**src/design/tcp_pkg.sv**
```systemverilog
package tcp_pkg;

    // sequence and acknowledgment numbers share one width.
    typedef logic [31:0] seq_num_t;

    // flag byte as carried in the header, cwr down to fin.
    typedef logic [7:0] tcp_flags_t;

    // bit positions inside tcp_flags_t.
    localparam int FLAG_FIN = 0;
    localparam int FLAG_SYN = 1;
    localparam int FLAG_RST = 2;
    localparam int FLAG_ACK = 4;

    // control requests from the state manager to the tx builder.
    typedef enum logic [1:0] {
        TX_CTRL_NOP,
        TX_CTRL_SEND_SYN,
        TX_CTRL_SEND_ACK,
        TX_CTRL_SEND_FIN
    } tx_ctrl_t;

    // received segment kinds, rx parser to state manager.
    typedef enum logic [2:0] {
        RX_MSG_NONE,
        RX_MSG_RECV_SYNACK,
        RX_MSG_RECV_ACK,
        RX_MSG_RECV_FIN,
        RX_MSG_RECV_FINACK,
        RX_MSG_RECV_RST,
        RX_MSG_OTHER
    } rx_msg_t;

    // the part of the tcp header this path cares about, 72 bits.
    typedef struct packed {
        seq_num_t   seq;
        seq_num_t   ack;
        tcp_flags_t flags;
    } tcp_hdr_t;

    // connection states, active open only.
    typedef enum logic [3:0] {
        IDLE,
        SYN_SENT_1,
        SYN_SENT_2,
        ESTABLISHED,
        LAST_ACK,
        FIN_WAIT_1,
        FIN_WAIT_2,
        TIME_WAIT
    } tcp_state_t;

endpackage

```
**src/design/tcp_conn_top.sv**
```systemverilog
`timescale 1ns/1ns

module tcp_conn_top #(
    parameter tcp_pkg::seq_num_t INIT_SEQ         = 32'h0000_1000,
    parameter int                TIME_WAIT_CYCLES = 64
) (
    input  logic                i_clk,
    input  logic                i_rst,

    input  logic                i_enable,
    input  logic                i_open,
    output logic                o_open_clr,
    input  logic                i_close,
    output logic                o_close_clr,

    input  tcp_pkg::tcp_hdr_t   i_rx_hdr,
    input  logic                i_rx_hdr_valid,

    output tcp_pkg::tcp_hdr_t   o_tx_hdr,
    output logic                o_tx_hdr_valid,
    input  logic                i_tx_hdr_ack,

    output tcp_pkg::tcp_state_t o_state
);

    tcp_pkg::tx_ctrl_t tx_ctrl;
    logic              tx_ctrl_valid;
    logic              tx_ctrl_ack;

    tcp_pkg::rx_msg_t  rx_msg;
    logic              rx_msg_valid;
    logic              rx_msg_ack;

    tcp_pkg::seq_num_t rcv_nxt;    // next peer sequence number, used for outgoing acks.

    tcp_state_manager #(
        .TIME_WAIT_CYCLES (TIME_WAIT_CYCLES)
    ) u_state_manager (
        .i_clk           (i_clk),
        .i_rst           (i_rst),
        .i_enable        (i_enable),
        .i_open          (i_open),
        .o_open_clr      (o_open_clr),
        .i_close         (i_close),
        .o_close_clr     (o_close_clr),
        .o_tx_ctrl       (tx_ctrl),
        .o_tx_ctrl_valid (tx_ctrl_valid),
        .i_tx_ctrl_ack   (tx_ctrl_ack),
        .i_rx_msg        (rx_msg),
        .i_rx_msg_valid  (rx_msg_valid),
        .o_rx_msg_ack    (rx_msg_ack),
        .o_state         (o_state)
    );

    tcp_rx_parser u_rx_parser (
        .i_clk          (i_clk),
        .i_rst          (i_rst),
        .i_enable       (i_enable),
        .i_rx_hdr       (i_rx_hdr),
        .i_rx_hdr_valid (i_rx_hdr_valid),
        .o_rx_msg       (rx_msg),
        .o_rx_msg_valid (rx_msg_valid),
        .i_rx_msg_ack   (rx_msg_ack),
        .o_rcv_nxt      (rcv_nxt)
    );

    tcp_tx_builder #(
        .INIT_SEQ (INIT_SEQ)
    ) u_tx_builder (
        .i_clk           (i_clk),
        .i_rst           (i_rst),
        .i_enable        (i_enable),
        .i_tx_ctrl       (tx_ctrl),
        .i_tx_ctrl_valid (tx_ctrl_valid),
        .o_tx_ctrl_ack   (tx_ctrl_ack),
        .i_rcv_nxt       (rcv_nxt),
        .o_tx_hdr        (o_tx_hdr),
        .o_tx_hdr_valid  (o_tx_hdr_valid),
        .i_tx_hdr_ack    (i_tx_hdr_ack)
    );

endmodule

```
**src/design/tcp_rx_parser.sv**
```systemverilog
`timescale 1ns/1ns

module tcp_rx_parser (
    input  logic              i_clk,
    input  logic              i_rst,

    input  logic              i_enable,

    input  tcp_pkg::tcp_hdr_t i_rx_hdr,
    input  logic              i_rx_hdr_valid,

    output tcp_pkg::rx_msg_t  o_rx_msg,
    output logic              o_rx_msg_valid,
    input  logic              i_rx_msg_ack,

    output tcp_pkg::seq_num_t o_rcv_nxt
);

    tcp_pkg::rx_msg_t  msg_d;
    tcp_pkg::rx_msg_t  msg_q;
    logic              valid_q;
    tcp_pkg::seq_num_t rcv_nxt_q;
    logic              uses_seq;   // syn and fin each take one sequence number.

    // rst first, then the handshake and close combinations.
    function automatic tcp_pkg::rx_msg_t classify(input tcp_pkg::tcp_flags_t flags);
        logic syn;
        logic ack;
        logic fin;
        syn = flags[tcp_pkg::FLAG_SYN];
        ack = flags[tcp_pkg::FLAG_ACK];
        fin = flags[tcp_pkg::FLAG_FIN];
        if (flags[tcp_pkg::FLAG_RST]) begin
            return tcp_pkg::RX_MSG_RECV_RST;
        end else if (syn && ack && !fin) begin
            return tcp_pkg::RX_MSG_RECV_SYNACK;
        end else if (fin && ack && !syn) begin
            return tcp_pkg::RX_MSG_RECV_FINACK;
        end else if (fin && !ack && !syn) begin
            return tcp_pkg::RX_MSG_RECV_FIN;
        end else if (ack && !syn && !fin) begin
            return tcp_pkg::RX_MSG_RECV_ACK;
        end
        return tcp_pkg::RX_MSG_OTHER;
    endfunction

    assign msg_d    = classify(i_rx_hdr.flags);
    assign uses_seq = i_rx_hdr.flags[tcp_pkg::FLAG_SYN] || i_rx_hdr.flags[tcp_pkg::FLAG_FIN];

    always_ff @(posedge i_clk) begin
        if (i_rst) begin
            valid_q   <= 1'b0;
            msg_q     <= tcp_pkg::RX_MSG_NONE;
            rcv_nxt_q <= '0;
        end else if (!i_enable) begin
            valid_q   <= 1'b0;
            msg_q     <= tcp_pkg::RX_MSG_NONE;
            rcv_nxt_q <= '0;
        end else begin
            if (i_rx_hdr_valid) begin
                valid_q <= 1'b1;    // a new segment overwrites a held one.
                msg_q   <= msg_d;
            end else if (i_rx_msg_ack) begin
                valid_q <= 1'b0;
                msg_q   <= tcp_pkg::RX_MSG_NONE;
            end

            if (i_rx_hdr_valid && uses_seq) begin
                rcv_nxt_q <= i_rx_hdr.seq + 32'd1;
            end
        end
    end

    assign o_rx_msg       = msg_q;
    assign o_rx_msg_valid = valid_q;
    assign o_rcv_nxt      = rcv_nxt_q;

endmodule

```
**src/design/tcp_state_manager.sv**
```systemverilog
`timescale 1ns/1ns

module tcp_state_manager #(
    parameter int TIME_WAIT_CYCLES = 64
) (
    input  logic                i_clk,
    input  logic                i_rst,

    input  logic                i_enable,

    input  logic                i_open,
    output logic                o_open_clr,
    input  logic                i_close,
    output logic                o_close_clr,

    output tcp_pkg::tx_ctrl_t   o_tx_ctrl,
    output logic                o_tx_ctrl_valid,
    input  logic                i_tx_ctrl_ack,

    input  tcp_pkg::rx_msg_t    i_rx_msg,
    input  logic                i_rx_msg_valid,
    output logic                o_rx_msg_ack,

    output tcp_pkg::tcp_state_t o_state
);

    localparam int CNT_W = (TIME_WAIT_CYCLES > 1) ? $clog2(TIME_WAIT_CYCLES) : 1;
    localparam logic [CNT_W-1:0] CNT_LAST = CNT_W'(TIME_WAIT_CYCLES - 1);

    tcp_pkg::tcp_state_t state_q;
    tcp_pkg::tcp_state_t state_d;
    logic [CNT_W-1:0]    tw_cnt_q;   // cycles spent in time_wait.

    logic msg_synack;
    logic msg_ack;
    logic msg_fin;
    logic msg_finack;
    logic msg_rst;

    assign msg_synack = i_rx_msg_valid && (i_rx_msg == tcp_pkg::RX_MSG_RECV_SYNACK);
    assign msg_ack    = i_rx_msg_valid && (i_rx_msg == tcp_pkg::RX_MSG_RECV_ACK);
    assign msg_fin    = i_rx_msg_valid && (i_rx_msg == tcp_pkg::RX_MSG_RECV_FIN);
    assign msg_finack = i_rx_msg_valid && (i_rx_msg == tcp_pkg::RX_MSG_RECV_FINACK);
    assign msg_rst    = i_rx_msg_valid && (i_rx_msg == tcp_pkg::RX_MSG_RECV_RST);

    assign o_state = state_q;

    always_ff @(posedge i_clk) begin
        if (i_rst) begin
            state_q <= tcp_pkg::IDLE;
        end else if (!i_enable) begin
            state_q <= tcp_pkg::IDLE;   // disable drops the connection.
        end else begin
            state_q <= state_d;
        end
    end

    always_ff @(posedge i_clk) begin
        if (i_rst) begin
            tw_cnt_q <= '0;
        end else if (state_q != tcp_pkg::TIME_WAIT) begin
            tw_cnt_q <= '0;
        end else begin
            tw_cnt_q <= tw_cnt_q + 1'b1;
        end
    end

    always_comb begin
        state_d         = state_q;
        o_tx_ctrl       = tcp_pkg::TX_CTRL_NOP;
        o_tx_ctrl_valid = 1'b0;
        o_open_clr      = 1'b0;
        o_close_clr     = 1'b0;
        o_rx_msg_ack    = i_rx_msg_valid;  // messages not used here are dropped.

        case (state_q)
            tcp_pkg::IDLE: begin
                if (i_open) begin
                    o_tx_ctrl       = tcp_pkg::TX_CTRL_SEND_SYN;
                    o_tx_ctrl_valid = 1'b1;
                    if (i_tx_ctrl_ack) begin
                        o_open_clr = 1'b1;
                        state_d    = tcp_pkg::SYN_SENT_1;
                    end
                end
            end

            tcp_pkg::SYN_SENT_1: begin
                if (msg_synack) begin
                    state_d = tcp_pkg::SYN_SENT_2;
                end
            end

            tcp_pkg::SYN_SENT_2: begin
                o_tx_ctrl       = tcp_pkg::TX_CTRL_SEND_ACK;
                o_tx_ctrl_valid = 1'b1;
                if (i_tx_ctrl_ack) begin
                    state_d = tcp_pkg::ESTABLISHED;
                end
            end

            tcp_pkg::ESTABLISHED: begin
                if (msg_fin) begin
                    // peer closes first, answer with fin+ack right away.
                    o_tx_ctrl       = tcp_pkg::TX_CTRL_SEND_FIN;
                    o_tx_ctrl_valid = 1'b1;
                    o_rx_msg_ack    = i_tx_ctrl_ack;  // keep the fin until the builder takes it.
                    if (i_tx_ctrl_ack) begin
                        state_d = tcp_pkg::LAST_ACK;
                    end
                end else if (i_close) begin
                    o_tx_ctrl       = tcp_pkg::TX_CTRL_SEND_FIN;
                    o_tx_ctrl_valid = 1'b1;
                    if (i_tx_ctrl_ack) begin
                        o_close_clr = 1'b1;
                        state_d     = tcp_pkg::FIN_WAIT_1;
                    end
                end
            end

            tcp_pkg::LAST_ACK: begin
                if (msg_ack) begin
                    state_d = tcp_pkg::IDLE;
                end
            end

            tcp_pkg::FIN_WAIT_1: begin
                if (msg_ack) begin
                    state_d = tcp_pkg::FIN_WAIT_2;
                end else if (msg_finack) begin
                    o_tx_ctrl       = tcp_pkg::TX_CTRL_SEND_ACK;
                    o_tx_ctrl_valid = 1'b1;
                    o_rx_msg_ack    = i_tx_ctrl_ack;
                    if (i_tx_ctrl_ack) begin
                        state_d = tcp_pkg::TIME_WAIT;
                    end
                end
            end

            tcp_pkg::FIN_WAIT_2: begin
                if (msg_fin) begin
                    o_tx_ctrl       = tcp_pkg::TX_CTRL_SEND_ACK;
                    o_tx_ctrl_valid = 1'b1;
                    o_rx_msg_ack    = i_tx_ctrl_ack;
                    if (i_tx_ctrl_ack) begin
                        state_d = tcp_pkg::TIME_WAIT;
                    end
                end
            end

            tcp_pkg::TIME_WAIT: begin
                if (tw_cnt_q == CNT_LAST) begin
                    state_d = tcp_pkg::IDLE;
                end
            end

            default: begin
                state_d = tcp_pkg::IDLE;
            end
        endcase

        // a reset segment wins over any pending request.
        if (msg_rst && (state_q != tcp_pkg::IDLE)) begin
            state_d         = tcp_pkg::IDLE;
            o_tx_ctrl       = tcp_pkg::TX_CTRL_NOP;
            o_tx_ctrl_valid = 1'b0;
            o_close_clr     = 1'b0;
        end
    end

endmodule

```
**src/design/tcp_tx_builder.sv**
```systemverilog
`timescale 1ns/1ns

module tcp_tx_builder #(
    parameter tcp_pkg::seq_num_t INIT_SEQ = 32'h0000_1000
) (
    input  logic              i_clk,
    input  logic              i_rst,

    input  logic              i_enable,

    input  tcp_pkg::tx_ctrl_t i_tx_ctrl,
    input  logic              i_tx_ctrl_valid,
    output logic              o_tx_ctrl_ack,

    input  tcp_pkg::seq_num_t i_rcv_nxt,

    output tcp_pkg::tcp_hdr_t o_tx_hdr,
    output logic              o_tx_hdr_valid,
    input  logic              i_tx_hdr_ack
);

    tcp_pkg::seq_num_t snd_nxt_q;
    tcp_pkg::tcp_hdr_t hdr_d;
    tcp_pkg::tcp_hdr_t hdr_q;
    logic              valid_q;
    logic              take;      // request accepted this cycle.
    logic              emit;      // request produces a segment.
    logic              advance;

    // only take a request when nothing is waiting on the output.
    assign take          = i_enable && i_tx_ctrl_valid && !valid_q;
    assign o_tx_ctrl_ack = take;

    always_comb begin
        hdr_d     = '0;
        hdr_d.seq = snd_nxt_q;
        emit      = 1'b1;

        case (i_tx_ctrl)
            tcp_pkg::TX_CTRL_SEND_SYN: begin
                hdr_d.flags[tcp_pkg::FLAG_SYN] = 1'b1;
            end
            tcp_pkg::TX_CTRL_SEND_ACK: begin
                hdr_d.flags[tcp_pkg::FLAG_ACK] = 1'b1;
            end
            tcp_pkg::TX_CTRL_SEND_FIN: begin
                hdr_d.flags[tcp_pkg::FLAG_FIN] = 1'b1;  // fin always goes out with ack.
                hdr_d.flags[tcp_pkg::FLAG_ACK] = 1'b1;
            end
            default: begin
                emit = 1'b0;
            end
        endcase

        if (hdr_d.flags[tcp_pkg::FLAG_ACK]) begin
            hdr_d.ack = i_rcv_nxt;
        end

        advance = hdr_d.flags[tcp_pkg::FLAG_SYN] || hdr_d.flags[tcp_pkg::FLAG_FIN];
    end

    always_ff @(posedge i_clk) begin
        if (i_rst) begin
            valid_q   <= 1'b0;
            snd_nxt_q <= INIT_SEQ;
        end else if (!i_enable) begin
            valid_q   <= 1'b0;
            snd_nxt_q <= INIT_SEQ;  // a new connection starts over.
        end else begin
            if (take && emit) begin
                valid_q <= 1'b1;
                if (advance) begin
                    snd_nxt_q <= snd_nxt_q + 32'd1;
                end
            end else if (i_tx_hdr_ack) begin
                valid_q <= 1'b0;
            end
        end
    end

    always_ff @(posedge i_clk) begin
        if (take) begin
            hdr_q <= hdr_d;
        end
    end

    assign o_tx_hdr       = hdr_q;
    assign o_tx_hdr_valid = valid_q;

endmodule

```
**config.mk**
```make
export PLATFORM = sky130hd
export DESIGN_NAME = tcp_conn_top
export DESIGN_NICKNAME = d
export VERILOG_FILES = /design/src/design/tcp_pkg.sv /design/src/design/tcp_conn_top.sv /design/src/design/tcp_rx_parser.sv /design/src/design/tcp_state_manager.sv /design/src/design/tcp_tx_builder.sv
export SDC_FILE = /design/constraint.sdc
export NUM_CORES = 1
export LEC_CHECK = 0
export ABC_AREA = 1
export BUFFER_PORTS_ARGS = -buffer_cell sky130_fd_sc_hd__buf_2
export CAP_MARGIN = 20
export CORE_MARGIN = 8
export CORE_UTILIZATION = 53
export DETAILED_ROUTE_END_ITERATION = 7
export GPL_TIMING_DRIVEN = 0
export PLACE_DENSITY = 0.89
export SKIP_CTS_REPAIR_TIMING = 1
export SLEW_MARGIN = 20
export SYNTH_ARGS = -nofsm -noshare
export SYNTH_HDL_FRONTEND = slang
export SYNTH_SLANG_ARGS = --single-unit
```
**constraint.sdc**
```tcl
create_clock -name i_clk -period 2.6 [get_ports i_clk]
set_clock_uncertainty 0.2 [all_clocks]
set_input_delay 0.39 -clock i_clk [delete_from_list [all_inputs] [get_ports i_clk]]
set_output_delay 0.39 -clock i_clk [all_outputs]
set_load 0.02 [all_outputs]
```
# Yosys cells after proc, flatten, opt, wreduce, memory -nomap -nowiden
# Index checks and enable logic that the tools add are counted.
[op_classes]
add_sub_neg = 3
n_eq_ne = 27
muxes = 63
n_bitwise = 1
reduce_logical = 36
[ops]
columns = ["op", "count"]
rows = [
  ["$add A32 B1 Y32 const B", 2],
  ["$mux W4", 14],
  ["$pmux W4 S8", 1],
  ["$mux W1", 31],
  ["$mux W3", 8],
  ["$logic_and A1 B1 Y1", 18],
  ["$eq A4 B3 Y1 const B", 4],
  ["$ne A2 B1 Y1 const B", 7],
  ["$mux W2", 6],
  ["$pmux W2 S5", 1],
  ["$reduce_and A10 Y1", 1],
  ["$eq A4 B2 Y1 const B", 2],
  ["$reduce_or A2 Y1", 4],
  ["$add A6 B1 Y6 const B", 1],
  ["$eq A3 B2 Y1 const B", 2],
  ["$eq A3 B3 Y1 const B", 2],
  ["$eq A6 B6 Y1 const B", 1],
  ["$reduce_or A3 Y1", 2],
  ["$pmux W1 S5", 1],
  ["$eq A2 B2 Y1 const B", 2],
  ["$eq A4 B1 Y1 const B", 1],
  ["$logic_not A1 Y1", 4],
  ["$logic_not A4 Y1", 1],
  ["$ne A4 B3 Y1 const B", 1],
  ["11 further kinds", 13],
]
[totals]
ff_bits = 146
in_bits = 79
out_inout_bits = 79
elab_cells = 140

# Depth between registers and ports, before layout
[depth]
ltp_word = 13
mapped_depth = 13
mapped_depth_nobuf = 13

# Modules after synthesis
# Synthesis repeated with hierarchy kept, for this count alone.
[unflattened]
cells_unflattened = 999
area_unflattened_um2 = 7402.1
[modules_own_cells]
columns = ["module", "instances", "cells_each", "area_per_inst_um2", "seq_area_each_um2"]
rows = [
  ["tcp_tx_builder", 1, 462, 4254.1, 2672.6],
  ["tcp_rx_parser", 1, 400, 2384.8, 720.7],
  ["tcp_state_manager", 1, 137, 763.2, 200.2],
]

# Worst setup path before layout
# Ideal clock, no wire load.
[synth_path]
kind = "register -> output"
start = "register u_state_manager.state_q[0] (netlist: u_state_manager.o_state[0])"
end = "output port o_close_clr"
arrival_ns = 2.378
t_required_ns = 2.010
path_slack_ns = -0.368
path_stages_with_launch = 10
n_path_buf = 1
cell_sequence = "dfxtp_1 -> buf_4 -> nand2_1 -> nor2_2 -> nand2_1 -> nand3_2 -> nand3_4 -> nand2_4 -> inv_1 -> nor4_1"
[synth_via]
elab_chain_cells = 10
elab_cells_between_ends = 16
classes_between = "4 x eq/ne; 7 x mux; 5 x reduce/logical"
[synth_lines]
columns = ["element", "line", "text"]
rows = [
  ["start: declaration", "tcp_state_manager.sv:30", "tcp_pkg::tcp_state_t state_q;"],
  ["start signal: assignment", "tcp_state_manager.sv:50", "state_q <= tcp_pkg::IDLE;"],
  ["start signal: assignment", "tcp_state_manager.sv:52", "state_q <= tcp_pkg::IDLE;"],
  ["start signal: assignment", "tcp_state_manager.sv:54", "state_q <= state_d;"],
  ["$eq A4 B3 Y1 (tied with other cells)", "tcp_state_manager.sv:76", "case (state_q)"],
  ["$pmux W1 S5 / $logic_and A1 B1 Y1 (equally long branches)", "tcp_state_manager.sv:76, tcp_state_manager.sv:163", ""],
  ["$mux W1 *", "tcp_state_manager.sv:163", "if (msg_rst && (state_q != tcp_pkg::IDLE)) begin"],
  ["$logic_and A1 B1 Y1 * (2 in a row)", "tcp_tx_builder.sv:31", "assign take = i_enable && i_tx_ctrl_valid && !valid_q;"],
  ["via tx_ctrl_ack", "tcp_conn_top.sv:28", "logic tx_ctrl_ack;"],
  ["$mux W1 *", "tcp_state_manager.sv:114", "if (i_tx_ctrl_ack) begin"],
  ["$mux W1 *", "tcp_state_manager.sv:111", "end else if (i_close) begin"],
  ["$mux W1 *", "tcp_state_manager.sv:103", "if (msg_fin) begin"],
  ["$mux W1 *", "tcp_state_manager.sv:76", ""],
  ["$mux W1 *", "tcp_state_manager.sv:163", ""],
  ["end: declaration", "tcp_conn_top.sv:14", "output logic o_close_clr,"],
]
# Mark *: on every way through the listed nets, which the timed path passes. The rest lies on a longest branch.

# Final worst setup path
[layout_path]
start = "register u_state_manager.state_q[3] (netlist: u_state_manager.o_state[3])"
end = "output port o_close_clr"
# The elaborated chain is that of the path after synthesis.

==> impl_metrics.csv <==
group,metric,value,unit
outcome,outcome,"finished, final reports clean",
floorplanning,dieHeight,131,um
yosys,synth-async-reset-ratio,0,%
yosys,synthAdderAreaFrac,0.536,%
floorplanning,rows,42,
yosys,yosysMostFrequentCell,"nand2_1",
timing,worstMarginPinSlew,0.712,ns
drt,first_pass_iters,7,
yosys,synth_edf_count,67,
timing,rsz0062_at_grt,"true",
worst_setup_path,cp_top_family,"simple AND/OR/NAND/NOR gates",
finish,fin_util,65.2,%
job,drv_cap,0,
min_path,hp-class,"in2reg",
timing,min_period_over_period,97.6,%
drt,drtIter0Drc,627,
yosys,yosysUniqueCellTypes,38,
timing,whs,0.0528,ns
timing,drv_slew,0,
pwr,pwr-share-comb,6.9,%
floorplanning,start_util,53.5,%
placement,dp_hpwl,12800,um
worst_setup_path,slowest_delay,0.35,ns
timing,fmax,394,MHz
global_routing,grt_pass1_vias,5860,
yosys,yosysSeqAreaShare,51.3,%
drt,wire_per_inst,15.0,um
placement,preCtsSetupSlack,-0.0624,ns
yosys,ys_top_cells_by_area,"edfxtp_1 29%, dfxtp_1 23%, nand2_1 9.1%",
finish,fill_cells,1055,
drt,drt-total-wl,17900,um
yosys,synth_top_family_by_area,"simple AND/OR/NAND/NOR gates",
floorplanning,core-area,13100,um^2
worst_setup_path,worst-setup-path-type,"reg2out",
worst_setup_path,crit_required,2.01,ns
pwr,p_leak,0.00354,uW
yosys,ys.flop_type,"dfxtp_1",
yosys,synth_top_area_share,28.7,%
cts,htree_levels,4,
floorplanning,die_w,131,um
drt,detail-route-antenna-nets,0,
pwr,p_per_area,597,nW/um^2
yosys,syn_area_per_cell,8.24,um^2
finish,drive_gt1_share,20.6,%
cts,cts_tree,"yes",
timing,fin_setup_tns,0,ns
yosys,synthSimpleGateAreaFrac,24.0,%
timing,maxSlewHeadroom,52.0,%
worst_setup_path,arrival,1.95,ns
worst_setup_path,crit_fanout,6,
worst_setup_path,crit_chain,"inv_1, nand2_1, nor2_4, nand2_1, nand3_2, nand3_4, nand2_8, inv_1, nor4_2, buf_4",
drt,vias,6200,
timing,setup_slack,0.0611,ns
cts,cts.clk_slew.worst_paths,0.06,ns
finish,diodes,0,
pwr,finalPower,5090,uW
cts,cts.sinks,146,
worst_setup_path,path_buf_inv,3,
pwr,ir_drop,0.000432,V
floorplanning,io_pins,158,
global_routing,antenna_found_initial,0,
placement,gp_congestion,0.962,
yosys,yosysWarnings,0,
pwr,p_seq_share,48.4,%
pwr,switchingPower,1180,uW
yosys,synth.cell_area,7010,um^2
cts,clock-root-buffer,"clkbuf_16",
worst_setup_path,cp-end-kind,"output port",
timing,finalSetupViolCount,0,
worst_setup_path,start_kind,"register",
yosys,yosysTopAreaCell,"edfxtp_1",
global_routing,grt-ovfl-total,0,
global_routing,grt_first_pass_wirelength,28000,um
yosys,synth_commonest_cells,"169 x nand2_1, 119 x inv_1, 94 x nor2_1",
yosys,synth_compound_area_share,8.55,%
worst_setup_path,cp_slowest_cell,"dfxtp_1",
yosys,synthCells,850,
timing,fin_crit,2.54,ns
finish,fin_nets,1081,
pwr,swShare,23.2,%
drt,drc,0,
yosys,synth-xor-area-share,6.50,%
cts,cts_buffers,17,
pwr,internal-power,3910,uW
finish,areaGrowthSynthToFinish,21.7,%
global_routing,track_usage,21.0,%
timing,finalHoldViolCount,0,
pwr,clkPwrFrac,44.7,%
global_routing,grt_max_degree,71,
cts,cts_max_path_buffers,2,
yosys,synthMuxAreaShare,0,%
placement,port_buffers,116,
yosys,synth_seq_cells,146,
floorplanning,dieArea,17200,um^2
drt,vias_per_cell,5.22,
cts,clk_latency,0.43,ns
[per-stage QoR]
step | instances | area [um^2]
after floorplan | 855 | 7040
final | 1188 | 8530
after CTS | 1179 | 8390
after global routing | 1188 | 8530
after global placement | 1147 | 7840
after detailed placement | 1147 | 7840
[registers in the layout (all words and copies together) (netlist names)]
| signal | cells |
|---|---|
| u_tx_builder.o_tx_hdr | 67 |
| u_rx_parser.o_rcv_nxt | 32 |
| u_tx_builder.snd_nxt_q | 32 |
| u_state_manager.tw_cnt_q | 6 |
| u_state_manager.o_state | 4 |
| u_rx_parser.o_rx_msg | 3 |
| u_rx_parser.o_rx_msg_valid | 1 |
| u_tx_builder.o_tx_hdr_valid | 1 |
[power groups by stage]
| stage | logic [uW] | clock network [uW] | registers [uW] |
|---|---|---|---|
| 6_report | 351 | 2280 | 2460 |
| 5_1_grt | 388 | 2390 | 2470 |
| 4_1_cts | 340 | 2300 | 2460 |
| 3_5_place_dp | 337 | 0 | 2510 |
| 3_3_place_gp | 329 | 0 | 2510 |
| 2_1_floorplan | 177 | 0 | 2540 |
[worst reg2reg max path, cell delays in order, from the launching register on]
cell and delay [ns]:
dfxtp_1 0.35, inv_1 0.07, nand2_1 0.14, nor2_4 0.16, nand2_1 0.08, nand3_2 0.11, nand3_4 0.14, nand2_8 0.12
buf_4 0.30, nand2_4 0.15, buf_2 0.22, nor3_1 0.17, nor2_1 0.08
[layer usage]
| metal | routed length, um | vias up | global-route usage (%) |
|---|---|---|---|
| met5 | 0 | - | 0 |
| met1 | 7290 | 2854 | 24.8 |
| li1 | - | 3050 | - |
| met2 | 8800 | 266 | 36.0 |
| met3 | 1470 | 30 | 5.40 |
| met4 | 303 | 0 | 8.04 |
[layout by cell type (no fill, tap or decap), types with 7 or more instances in the layout]
| cell type | instances |
|---|---|
| a21oi_1 | 67 |
| o21ai_0 | 32 |
| nand4_1 | 17 |
| dfxtp_1 | 72 |
| nand2_1 | 168 |
| xnor2_1 | 19 |
| o21ai_1 | 7 |
| nor3_1 | 26 |
| dfxtp_2 | 7 |
| nand3_1 | 30 |
| inv_1 | 119 |
| clkbuf_1 | 18 |
| buf_2 | 119 |
| nor4_1 | 10 |
| nor2_1 | 94 |
| clkbuf_16 | 17 |
| edfxtp_1 | 67 |
| xor2_1 | 33 |
| buf_4 | 12 |
[final timing paths]
path / startpoint / end / slack (ns) / depth (start not counted)
setup / recovery: u_state_manager.o_state[3]$_SDFFE_PP0P_ / o_close_clr / 0.06 / 10
hold / removal: i_rx_hdr_valid / u_rx_parser.o_rx_msg_valid$_SDFFE_PP0P_ / 0.05 / 3
setup reg to reg: u_state_manager.o_state[3]$_SDFFE_PP0P_ / u_tx_builder.snd_nxt_q[2]$_SDFFE_PP0P_ / 0.21 / 12
hold reg to reg: u_tx_builder.snd_nxt_q[22]$_SDFFE_PP0P_ / u_tx_builder.o_tx_hdr[62]$_DFFE_PP_ / 0.23 / 0
[kinds of logic after synthesis]
kind of cell               Yosys count
and+or+nand+nor                    378
buffers and inverters              155
DFF                                146
xor gates and xnor gates            52
other                                1
AOI/OAI and AO/OA                  115
adders and majority gates            3
[layout make-up]
cell class	instances	area, um^2	area share [%]
tap	176	220	2.58
timing repair buffer	123	638	7.48
inverter	127	482	5.65
sequential	146	3600	42.2
clock buffer	22	464	5.44
multi-input combinational	556	2880	33.7
clock inverter	10	87.6	1.03
buffer	28	159	1.86
Note: power is estimated with default switching activity, not from simulation.
